## config.mk

```make
export PLATFORM = sky130hd
export DESIGN_NAME = wb_stage
export DESIGN_NICKNAME = d
export VERILOG_FILES = /design/src/riscv_defines.sv /design/src/lsu_ctrl_decode.sv /design/src/lsu_lite.sv /design/src/load_extend.sv /design/src/wb_stage.sv
export VERILOG_INCLUDE_DIRS = /design/src
export SDC_FILE = /design/constraint.sdc
export NUM_CORES = 1
export LEC_CHECK = 0
export BUFFER_PORTS_ARGS = -buffer_cell sky130_fd_sc_hd__buf_4
export CAP_MARGIN = 20
export CORE_MARGIN = 4
export CORE_UTILIZATION = 43
export CTS_CLUSTER_DIAMETER = 200
export DETAILED_ROUTE_END_ITERATION = 7
export GPL_TIMING_DRIVEN = 0
export PLACE_DENSITY = 0.8
export SYNTH_ARGS = -nofsm -noshare
export SYNTH_HDL_FRONTEND = slang
export SYNTH_SLANG_ARGS = --single-unit
```

## constraint.sdc

```tcl
create_clock -name clk -period 4 [get_ports clk]
set_input_delay 0.2 -clock clk [delete_from_list [all_inputs] [get_ports clk]]
set_output_delay 0.2 -clock clk [all_outputs]
set_load 0.02 [all_outputs]
```

## src/wb_settings.svh

```systemverilog
/* Writeback stage settings */

`ifndef WB_SETTINGS_SVH
`define WB_SETTINGS_SVH

// Data and address width of the data bus
`define WORD_WIDTH 32

// One enable per byte lane
`define BE_WIDTH 4

// Testbench limits, in clock cycles
`define TB_OP_TIMEOUT 64
`define TB_SIM_TIMEOUT 20000

`endif

```

## src/riscv_defines.sv

```systemverilog
/* Load/store types and encodings */

`include "wb_settings.svh"

package riscv_defines;

	////////////////////////////////////////////////////////////
	// Control encodings from the previous stage
	////////////////////////////////////////////////////////////

	// Bit 2 marks unsigned for byte and half
	typedef enum logic [2:0] {
		LOAD_NONE = 3'b000,
		LOAD_LB   = 3'b001,
		LOAD_LH   = 3'b010,
		LOAD_LW   = 3'b100,
		LOAD_LBU  = 3'b101,
		LOAD_LHU  = 3'b110
	} load_type_e;

	typedef enum logic [1:0] {
		STORE_NONE = 2'b00,
		STORE_SB   = 2'b01,
		STORE_SH   = 2'b10,
		STORE_SW   = 2'b11
	} store_type_e;

	typedef enum logic [1:0] {
		SIZE_BYTE = 2'b00,
		SIZE_HALF = 2'b01,
		SIZE_WORD = 2'b10
	} access_size_e;

	////////////////////////////////////////////////////////////
	// Data word and access request
	////////////////////////////////////////////////////////////

	// One bus word, whole or split into byte lanes
	typedef union packed {
		logic [`WORD_WIDTH-1:0]       word;
		logic [`BE_WIDTH-1:0][7:0]    lane;
	} mem_word_u;

	typedef struct packed {
		logic                    valid;
		logic                    write;
		access_size_e            size;
		logic                    sign_ext;
		logic                    misaligned;
		logic [`WORD_WIDTH-1:0]  addr;      // Word aligned
		logic [1:0]              offset;    // Byte inside the word
		logic [`BE_WIDTH-1:0]    be;
		mem_word_u               wdata;     // Already in its lanes
	} lsu_req_t;

endpackage

```

## src/lsu_ctrl_decode.sv

```systemverilog
/* Load/store request decode */

`timescale 1ns/1ns
`include "wb_settings.svh"

module lsu_ctrl_decode (
	input  riscv_defines::load_type_e  load_type_i,
	input  riscv_defines::store_type_e store_type_i,
	input  logic [`WORD_WIDTH-1:0]     addr_i,
	input  logic [`WORD_WIDTH-1:0]     store_data_i,
	output riscv_defines::lsu_req_t    req_o
);
	import riscv_defines::*;

	logic         load_flag;
	logic         store_flag;
	access_size_e size;
	logic         sign_ext;
	logic [1:0]   offset;
	logic         misaligned;
	logic [`BE_WIDTH-1:0] be;
	mem_word_u    src;
	mem_word_u    lanes;

	assign load_flag  = (load_type_i != LOAD_NONE);
	assign store_flag = (store_type_i != STORE_NONE);
	assign offset     = addr_i[1:0];
	assign src        = store_data_i;

	// Size and signedness, a load wins over a store
	always_comb begin
		size     = SIZE_WORD;
		sign_ext = 1'b0;
		if (load_flag) begin
			case (load_type_i)
				LOAD_LB:  begin
					size     = SIZE_BYTE;
					sign_ext = 1'b1;
				end
				LOAD_LH:  begin
					size     = SIZE_HALF;
					sign_ext = 1'b1;
				end
				LOAD_LBU: size = SIZE_BYTE;
				LOAD_LHU: size = SIZE_HALF;
				default:  size = SIZE_WORD;
			endcase
		end else if (store_flag) begin
			case (store_type_i)
				STORE_SB: size = SIZE_BYTE;
				STORE_SH: size = SIZE_HALF;
				default:  size = SIZE_WORD;
			endcase
		end
	end

	// Halfword needs even address, word needs multiple of four
	always_comb begin
		case (size)
			SIZE_HALF: misaligned = offset[0];
			SIZE_WORD: misaligned = |offset;
			default:   misaligned = 1'b0;
		endcase
	end

	// Byte enables and lane placement of the store data
	always_comb begin
		be         = '0;
		lanes.word = '0;
		case (size)
			SIZE_BYTE: begin
				be[offset]        = 1'b1;
				lanes.lane[offset] = src.lane[0];
			end
			SIZE_HALF: begin
				// Upper or lower half, odd offsets are flagged above
				be[{offset[1], 1'b0}]         = 1'b1;
				be[{offset[1], 1'b1}]         = 1'b1;
				lanes.lane[{offset[1], 1'b0}] = src.lane[0];
				lanes.lane[{offset[1], 1'b1}] = src.lane[1];
			end
			default: begin
				be    = '1;
				lanes = src;
			end
		endcase
	end

	assign req_o.valid      = load_flag | store_flag;
	assign req_o.write      = store_flag & ~load_flag;
	assign req_o.size       = size;
	assign req_o.sign_ext   = sign_ext;
	assign req_o.misaligned = misaligned & (load_flag | store_flag);
	assign req_o.addr       = {addr_i[`WORD_WIDTH-1:2], 2'b00};
	assign req_o.offset     = offset;
	assign req_o.be         = be;
	assign req_o.wdata      = lanes;

endmodule

```

## src/lsu_lite.sv

```systemverilog
/* Load/store bus sequencer */

`timescale 1ns/1ns
`include "wb_settings.svh"

module lsu_lite (
	input  logic                        clk,
	input  logic                        reset_i,
	input  riscv_defines::lsu_req_t     req_i,

	// Data bus
	output logic                        data_req_o,
	output logic [`WORD_WIDTH-1:0]      data_addr_o,
	output logic                        data_we_o,
	output logic [`BE_WIDTH-1:0]        data_be_o,
	output logic [`WORD_WIDTH-1:0]      data_wdata_o,
	input  logic [`WORD_WIDTH-1:0]      data_rdata_i,
	input  logic                        data_rvalid_i,
	input  logic                        data_gnt_i,

	// Captured load toward the extension
	output logic [`WORD_WIDTH-1:0]      rdata_o,
	output riscv_defines::access_size_e size_o,
	output logic                        signed_o,
	output logic [1:0]                  offset_o,

	// Pipeline strobes
	output logic                        stall_o,
	output logic                        wb_valid_o,
	output logic                        misalign_o
);
	import riscv_defines::*;

	typedef enum logic [1:0] {
		ST_IDLE,
		ST_REQUEST,
		ST_WAIT_RESP
	} lsu_state_e;

	lsu_state_e             state_q;
	lsu_state_e             state_d;
	lsu_req_t               req_q;
	logic [`WORD_WIDTH-1:0] rdata_q;
	logic                   wb_valid_q;
	logic                   misalign_q;
	logic                   accept;
	logic                   start;
	logic                   resp_done;

	////////////////////////////////////////////////////////////
	// Request acceptance
	////////////////////////////////////////////////////////////

	// The cycle after a pulse still shows the old request,
	// the pipeline only advances at its end
	assign accept    = (state_q == ST_IDLE) && !wb_valid_q && !misalign_q;
	assign start     = accept && req_i.valid && !req_i.misaligned;
	assign resp_done = (state_q == ST_WAIT_RESP) && data_rvalid_i;

	always_comb begin
		state_d = state_q;
		case (state_q)
			ST_IDLE: begin
				if (start) begin
					state_d = ST_REQUEST;
				end
			end
			// Hold the bus until granted
			ST_REQUEST: begin
				if (data_gnt_i) begin
					state_d = ST_WAIT_RESP;
				end
			end
			// Stores also get an rvalid
			ST_WAIT_RESP: begin
				if (data_rvalid_i) begin
					state_d = ST_IDLE;
				end
			end
			default: state_d = ST_IDLE;
		endcase
	end

	always_ff @(posedge clk) begin
		if (reset_i) begin
			state_q    <= ST_IDLE;
			wb_valid_q <= 1'b0;
			misalign_q <= 1'b0;
		end else begin
			state_q    <= state_d;
			wb_valid_q <= resp_done;
			misalign_q <= accept && req_i.valid && req_i.misaligned;
		end
	end

	// Request snapshot and read data
	always_ff @(posedge clk) begin
		if (start) begin
			req_q <= req_i;
		end
		if (resp_done) begin
			rdata_q <= data_rdata_i;
		end
	end

	////////////////////////////////////////////////////////////
	// Outputs
	////////////////////////////////////////////////////////////

	// Registered through the state, stable until grant
	assign data_req_o   = (state_q == ST_REQUEST);
	assign data_addr_o  = req_q.addr;
	assign data_we_o    = req_q.write;
	assign data_be_o    = req_q.be;
	assign data_wdata_o = req_q.wdata.word;

	assign rdata_o  = rdata_q;
	assign size_o   = req_q.size;
	assign signed_o = req_q.sign_ext;
	assign offset_o = req_q.offset;

	// High on detection and through the whole transfer
	assign stall_o    = (state_q != ST_IDLE) || (accept && req_i.valid);
	assign wb_valid_o = wb_valid_q;
	assign misalign_o = misalign_q;

endmodule

```

## src/load_extend.sv

```systemverilog
/* Load extension and writeback select */

`timescale 1ns/1ns
`include "wb_settings.svh"

module load_extend (
	input  logic [`WORD_WIDTH-1:0]      rdata_i,
	input  riscv_defines::access_size_e size_i,
	input  logic                        signed_i,
	input  logic [1:0]                  offset_i,
	input  logic                        wb_valid_i,
	input  logic [`WORD_WIDTH-1:0]      wb_data_i,
	output logic [`WORD_WIDTH-1:0]      reg_wdata_o
);
	import riscv_defines::*;

	mem_word_u              rword;
	logic [7:0]             sel_byte;
	logic [15:0]            sel_half;
	logic                   fill;
	logic [`WORD_WIDTH-1:0] load_data;

	assign rword = rdata_i;

	// Lane pick is the shift down by the byte offset
	assign sel_byte = rword.lane[offset_i];
	assign sel_half = {rword.lane[{offset_i[1], 1'b1}], rword.lane[{offset_i[1], 1'b0}]};

	////////////////////////////////////////////////////////////
	// Sign or zero extension
	////////////////////////////////////////////////////////////

	always_comb begin
		fill = 1'b0;
		case (size_i)
			SIZE_BYTE: begin
				fill      = signed_i & sel_byte[7];
				load_data = {{(`WORD_WIDTH-8){fill}}, sel_byte};
			end
			SIZE_HALF: begin
				fill      = signed_i & sel_half[15];
				load_data = {{(`WORD_WIDTH-16){fill}}, sel_half};
			end
			// Full word needs no extension
			default: load_data = rword.word;
		endcase
	end

	// ALU result passes through outside the writeback pulse
	assign reg_wdata_o = wb_valid_i ? load_data : wb_data_i;

endmodule

```

## src/wb_stage.sv

```systemverilog
/* Writeback stage with LSU */

`timescale 1ns/1ns
`include "wb_settings.svh"

module wb_stage (
	input  logic                        clk,
	input  logic                        reset_i,

	// Data bus
	output logic                        data_req_o,
	output logic [`WORD_WIDTH-1:0]      data_addr_o,
	output logic                        data_we_o,
	output logic [`BE_WIDTH-1:0]        data_be_o,
	output logic [`WORD_WIDTH-1:0]      data_wdata_o,
	input  logic [`WORD_WIDTH-1:0]      data_rdata_i,
	input  logic                        data_rvalid_i,
	input  logic                        data_gnt_i,

	// Datapath from the previous stage
	input  riscv_defines::load_type_e   load_type_i,
	input  riscv_defines::store_type_e  store_type_i,
	input  logic [`WORD_WIDTH-1:0]      wb_data_i,
	input  logic [`WORD_WIDTH-1:0]      store_data_i,

	// Register write and pipeline control
	output logic [`WORD_WIDTH-1:0]      reg_wdata_o,
	output logic                        stall_o,
	output logic                        wb_valid_o,
	output logic                        misalign_o
);
	import riscv_defines::*;

	lsu_req_t               lsu_req;
	logic [`WORD_WIDTH-1:0] lsu_rdata;
	access_size_e           lsu_size;
	logic                   lsu_signed;
	logic [1:0]             lsu_offset;

	// Address or ALU result doubles as the access address
	lsu_ctrl_decode u_decode (
		.load_type_i  (load_type_i),
		.store_type_i (store_type_i),
		.addr_i       (wb_data_i),
		.store_data_i (store_data_i),
		.req_o        (lsu_req)
	);

	lsu_lite u_lsu (
		.clk           (clk),
		.reset_i       (reset_i),
		.req_i         (lsu_req),
		.data_req_o    (data_req_o),
		.data_addr_o   (data_addr_o),
		.data_we_o     (data_we_o),
		.data_be_o     (data_be_o),
		.data_wdata_o  (data_wdata_o),
		.data_rdata_i  (data_rdata_i),
		.data_rvalid_i (data_rvalid_i),
		.data_gnt_i    (data_gnt_i),
		.rdata_o       (lsu_rdata),
		.size_o        (lsu_size),
		.signed_o      (lsu_signed),
		.offset_o      (lsu_offset),
		.stall_o       (stall_o),
		.wb_valid_o    (wb_valid_o),
		.misalign_o    (misalign_o)
	);

	load_extend u_extend (
		.rdata_i     (lsu_rdata),
		.size_i      (lsu_size),
		.signed_i    (lsu_signed),
		.offset_i    (lsu_offset),
		.wb_valid_i  (wb_valid_o),
		.wb_data_i   (wb_data_i),
		.reg_wdata_o (reg_wdata_o)
	);

endmodule

```

=== Yosys cells after proc, flatten, opt, wreduce, memory -nomap -nowiden ===
Index checks and enable logic that the tools add are counted.

* Register bits after elaboration: 108
* Bits of input ports: 105
* Output and inout bits: 105
* Word-level logic and storage cells: 100

* Order comparisons: 9
* Equality and inequality tests: 14
* Multiplexer cells: 33
* Bitwise logic cells: 9
* Reductions and logical operators: 24

{| class="wikitable"
|+ Operators by type and width
! kind !! count
|-
| one-hot mux 32 bit (2 select lines) || 2
|-
| 2-to-1 mux 8 bit || 8
|-
| bitwise AND 32 x 24 -> 32 bit || 1
|-
| bitwise AND 32 bit || 1
|-
| bitwise mux 32 bit || 1
|-
| 2-to-1 mux 32 bit || 1
|-
| < comparator 2 x 3 -> 1 bit, second input constant || 6
|-
| binary-select mux 8 bit (select 2 bit) || 1
|-
| demux 8 bit (select 1 bit) || 2
|-
| demux 8 bit (select 2 bit) || 1
|-
| 2-to-1 mux 2 bit || 5
|-
| logical AND 1 bit || 9
|-
| == test 2 x 1 -> 1 bit, second input constant || 4
|-
| one-hot mux 2 bit (2 select lines) || 2
|-
| one-hot mux 4 bit (2 select lines) || 1
|-
| OR reduction 2 bit || 4
|-
| == test 2 bit, second input constant || 3
|-
| == test 3 bit, second input constant || 2
|-
| greater-or-equal comparator 2 x 1 -> 1 bit, second input constant || 3
|-
| logical NOT 2 bit || 3
|-
| one-hot mux 2 bit (3 select lines) || 1
|-
| bitwise AND 1 bit || 4
|-
| 2-to-1 mux 1 bit || 4
|-
| != test 2 x 1 -> 1 bit, second input constant || 2
|-
| other kinds (14) || 18
|}

=== Depth between registers and ports, before layout ===
* Depth in word-level cells: 11
* Gate-level depth with buffers: 11
* Mapped depth without buffers: 10

=== Cells and area by module ===
From an unflattened synthesis, not the netlist that was laid out.

* Cells, all modules: 400
* Area total of the unflattened synthesis: 5256.3 um^2

{| class="wikitable"
|+ Modules (own cells, without submodules)
! module !! instances !! cells each !! area an instance (um^2)
|-
| lsu_lite || 1 || 125 || 3364.5
|-
| lsu_ctrl_decode || 1 || 141 || 954.7
|-
| load_extend || 1 || 134 || 937.1
|}

=== Worst setup path after synthesis ===
OpenSTA, ideal clock, no wires.

* Kind: input port to flip-flop
* Start: in load_type_i[0]
* End: reg u_lsu.req_q (netlist bit u_lsu.data_addr_o[10]) (enable)
* Data arrival time: 3.314 ns
* Path slack: 0.260 ns
* Cell stages on the path: 11
* Buffers on the path: 1
* Cell sequence: inv_1 ha_1 nor2b_1 mux2i_1 inv_1 ha_1 clkbuf_1 o211a_1 nor2_1 nand2b_4 inv_1

{| class="wikitable"
|+ RTL lines
! what !! RTL line !! text
|-
| start, declared || wb_stage.sv:21 || <nowiki>input riscv_defines::load_type_e load_type_i,</nowiki>
|-
| end signal, assigned || lsu_lite.sv:99 || <nowiki>req_q <= req_i;</nowiki>
|-
| end, declared || lsu_lite.sv:42 || <nowiki>lsu_req_t req_q;</nowiki>
|}

==> qor.csv <==
metric;value;unit
core box area;11000;µm²
fin cells;744;
root buf cell;clkbuf_16;
CP max stage cell;inv_2;
vias after detailed routing;3990;
1st-iter DRT viols;449;
post-synthesis instance area;4920;µm²
Avg WL per Cell;19.7;µm
Mapped Cells;378;
run status;finished clean;
clock latency at the later pin of the worst-skew pair;0.34;ns
mean area per synthesized cell;13.0;µm²
CTS tree;done;
crit path time final;3.25;ns
Starting Density;44.6;%
DIE AREA;13200;µm²
fmax;308;MHz
delay-heaviest family, CP;buffers and inverters;
most frequent cells after synthesis;edfxtp_1, nand2_1, nor2_1, a21oi_1, mux2_2;
# H-tree levels;3;
Placed Cells;728;
DR vias/cell;5.36;
GR Overflow Total;0;
EDFF count, synth;104;
biggest area consumer among synthesized cells;edfxtp_1;
number of gates resized after cts;0;
n_diodes;0;
Synthesis Warnings;0;
Seq cells post-synth;108;
worst min path class;primary input to register;
largest net degree at the start of global routing;43;
DR pass1 iterations;6;
Yosys cell types;40;
CTS sink count;108;
CP Cell Sequence;buf_4, inv_1, ha_1, nor2b_1, mux2i_1, inv_1, ha_1, clkbuf_1, o211a_1, nor2_1, nand2b_4, inv_2, buf_12;
max incr delay on CP;0.53;ns
first-pass GRT wire length;21400;µm
final wirelength;14700;µm
die width;115;µm
vias in the first global route;3980;
worst rel slew slack;43.0;%
post-route worst setup slack;0.750;ns
peak supply drop;0.258;mV
Crit path arrival time;3.27;ns
Slew Limit Fails;0;
Post-route DRC;0;
Cell Rows;38;
Total GRT Usage;21.1;%
DP Worst Slack;0.395;ns
Die Height;115;µm
clock buffer depth;2;
Async SR Flop Fraction;0;%
CTS Buf Count;9;
share of cells above drive strength 1;43.7;%
CP Class;primary input to register;
Final Core Density;63.4;%
I/O Pins;210;
Synth area leaders;edfxtp_1, mux2_2, a21oi_1;
I/O Buffers;207;
HPWL Detailed;11300;µm
Crit. End Element;register;
Pleak;3.00;nW
fin nets;713;
RSZ-0062 raised after global routing;no;
period utilization;81.2;%
initial antenna violation count;0;
post-route ant nets;0;
clock slew at reported path FFs;0.07;ns
share of the yosys chip area belonging to registers;65.1;%
pwr dens;497;nW/µm²
CP bufs+invs;6;
hold_buf cts;0;
final setup violation count;0;
skew final;0.0119;ns
CP Data Required Time;4.02;ns
Placer Congestion;0.854;
worst slew pin tran;0.852;ns
max_cap viols;0;
Hold Vio Cnt, Final;0;
Worst setup SP type;primary input;
Post-synth top flop;edfxtp_1;
Area Overhead vs Synth;42.1;%
most frequent cell after synthesis;edfxtp_1;
Post-CTS Setup Bufs;0;
Synth top area share;63.5;%
critical-path maximum fanout;42;
[cells in the final DEF, fill, tap and decap left out, types with 3 or more instances in the layout]
cell type / n
clkbuf_1: 12
ha_1: 9
o21ai_0: 8
edfxtp_1: 104
mux2i_1: 11
o22ai_1: 14
buf_4: 209
inv_1: 17
a21oi_1: 32
dfxtp_1: 4
mux2_2: 22
clkbuf_16: 9
nor2b_1: 4
buf_2: 7
a222oi_1: 8
nor3_1: 3
and2_1: 10
a22oi_1: 9
nor2_1: 34
nand2_1: 36
a22o_1: 8
[stage by stage]
stage / TNS (ns) / hold WS (ns) / power (W) / cell area [µm²]
global route: 0 / 0.0142 / 0.00362 / 6990
CTS: 0 / 0.0216 / 0.00349 / 6990
global placement: -47.68 / 0.380 / 0.00259 / 6650
detailed placement: 0 / 0.380 / 0.00263 / 6700
finish: 0 / 0.0302 / 0.00348 / 6990
floorplan: 0 / 0.262 / 0.00214 / 4920
[final timing paths]
check / from / depth (start not counted) / endpoint / slack [ns]
setup / recovery: load_type_i[0] / 13 / u_lsu.data_wdata_o[0] / 0.75
hold / removal: data_rdata_i[15] / 1 / u_lsu.rdata_o[15] / 0.03
setup reg to reg: u_lsu.wb_valid_o / 6 / u_lsu.data_wdata_o[0] / 1.43
hold reg to reg: u_lsu.state_q[1] / 2 / u_lsu.state_q[1] / 0.59
[routing by layer]
| layer | global-route usage, % | routed length (µm) |
|---|---|---|
| met4 | 8.14 | 372 |
| met1 | 25.1 | 5460 |
| met2 | 37.9 | 7770 |
| met3 | 3.58 | 1050 |
| met5 | 0 | 0 |
[cells by family after synthesis]
logic type      share of synthesized area (%)
compound gates                           11.5
other cells                            0.0762
buf+inv                                  3.79
simple gates                             9.48
flops                                    65.1
fa+ha+maj                                2.29
mux                                      7.73
[worst register-to-register path: stages (launching register included)]
cell      delay [ns]
dfxtp_1         0.33
clkbuf_2        0.19
or4_1           0.50
a21o_1          0.20
nand2b_4        0.15
inv_2           0.53
buf_12          0.32
[where the power goes]
part	total (W)	internal [W]	switching (W)	leakage [nW]
clock	0.000878	0.000485	0.000392	0.138
sequential	0.00155	0.00148	0.0000634	1.03
combinational	0.00105	0.000439	0.000616	1.83
[state kept, by name (all words and copies together) (netlist names)]
register / flops
u_lsu.data_we_o: 1
u_lsu.wb_valid_o: 1
u_lsu.misalign_o: 1
u_lsu.signed_o: 1
u_lsu.state_q: 2
u_lsu.data_wdata_o: 32
u_lsu.size_o: 2
u_lsu.data_be_o: 4
u_lsu.rdata_o: 32
u_lsu.data_addr_o: 30
u_lsu.offset_o: 2
[cell type report]
type                            instances  area, µm²
Fill cell                             871       4040
Clock inverter                          6       62.6
Multi-Input combinational cell        230       1540
Buffer                                 23        119
Tap cell                              140        175
Sequential cell                       108       3200
Timing Repair Buffer                  209       1600
Inverter                               18       67.6
Clock buffer                           10        229
(Power assumes the default switching activity.)
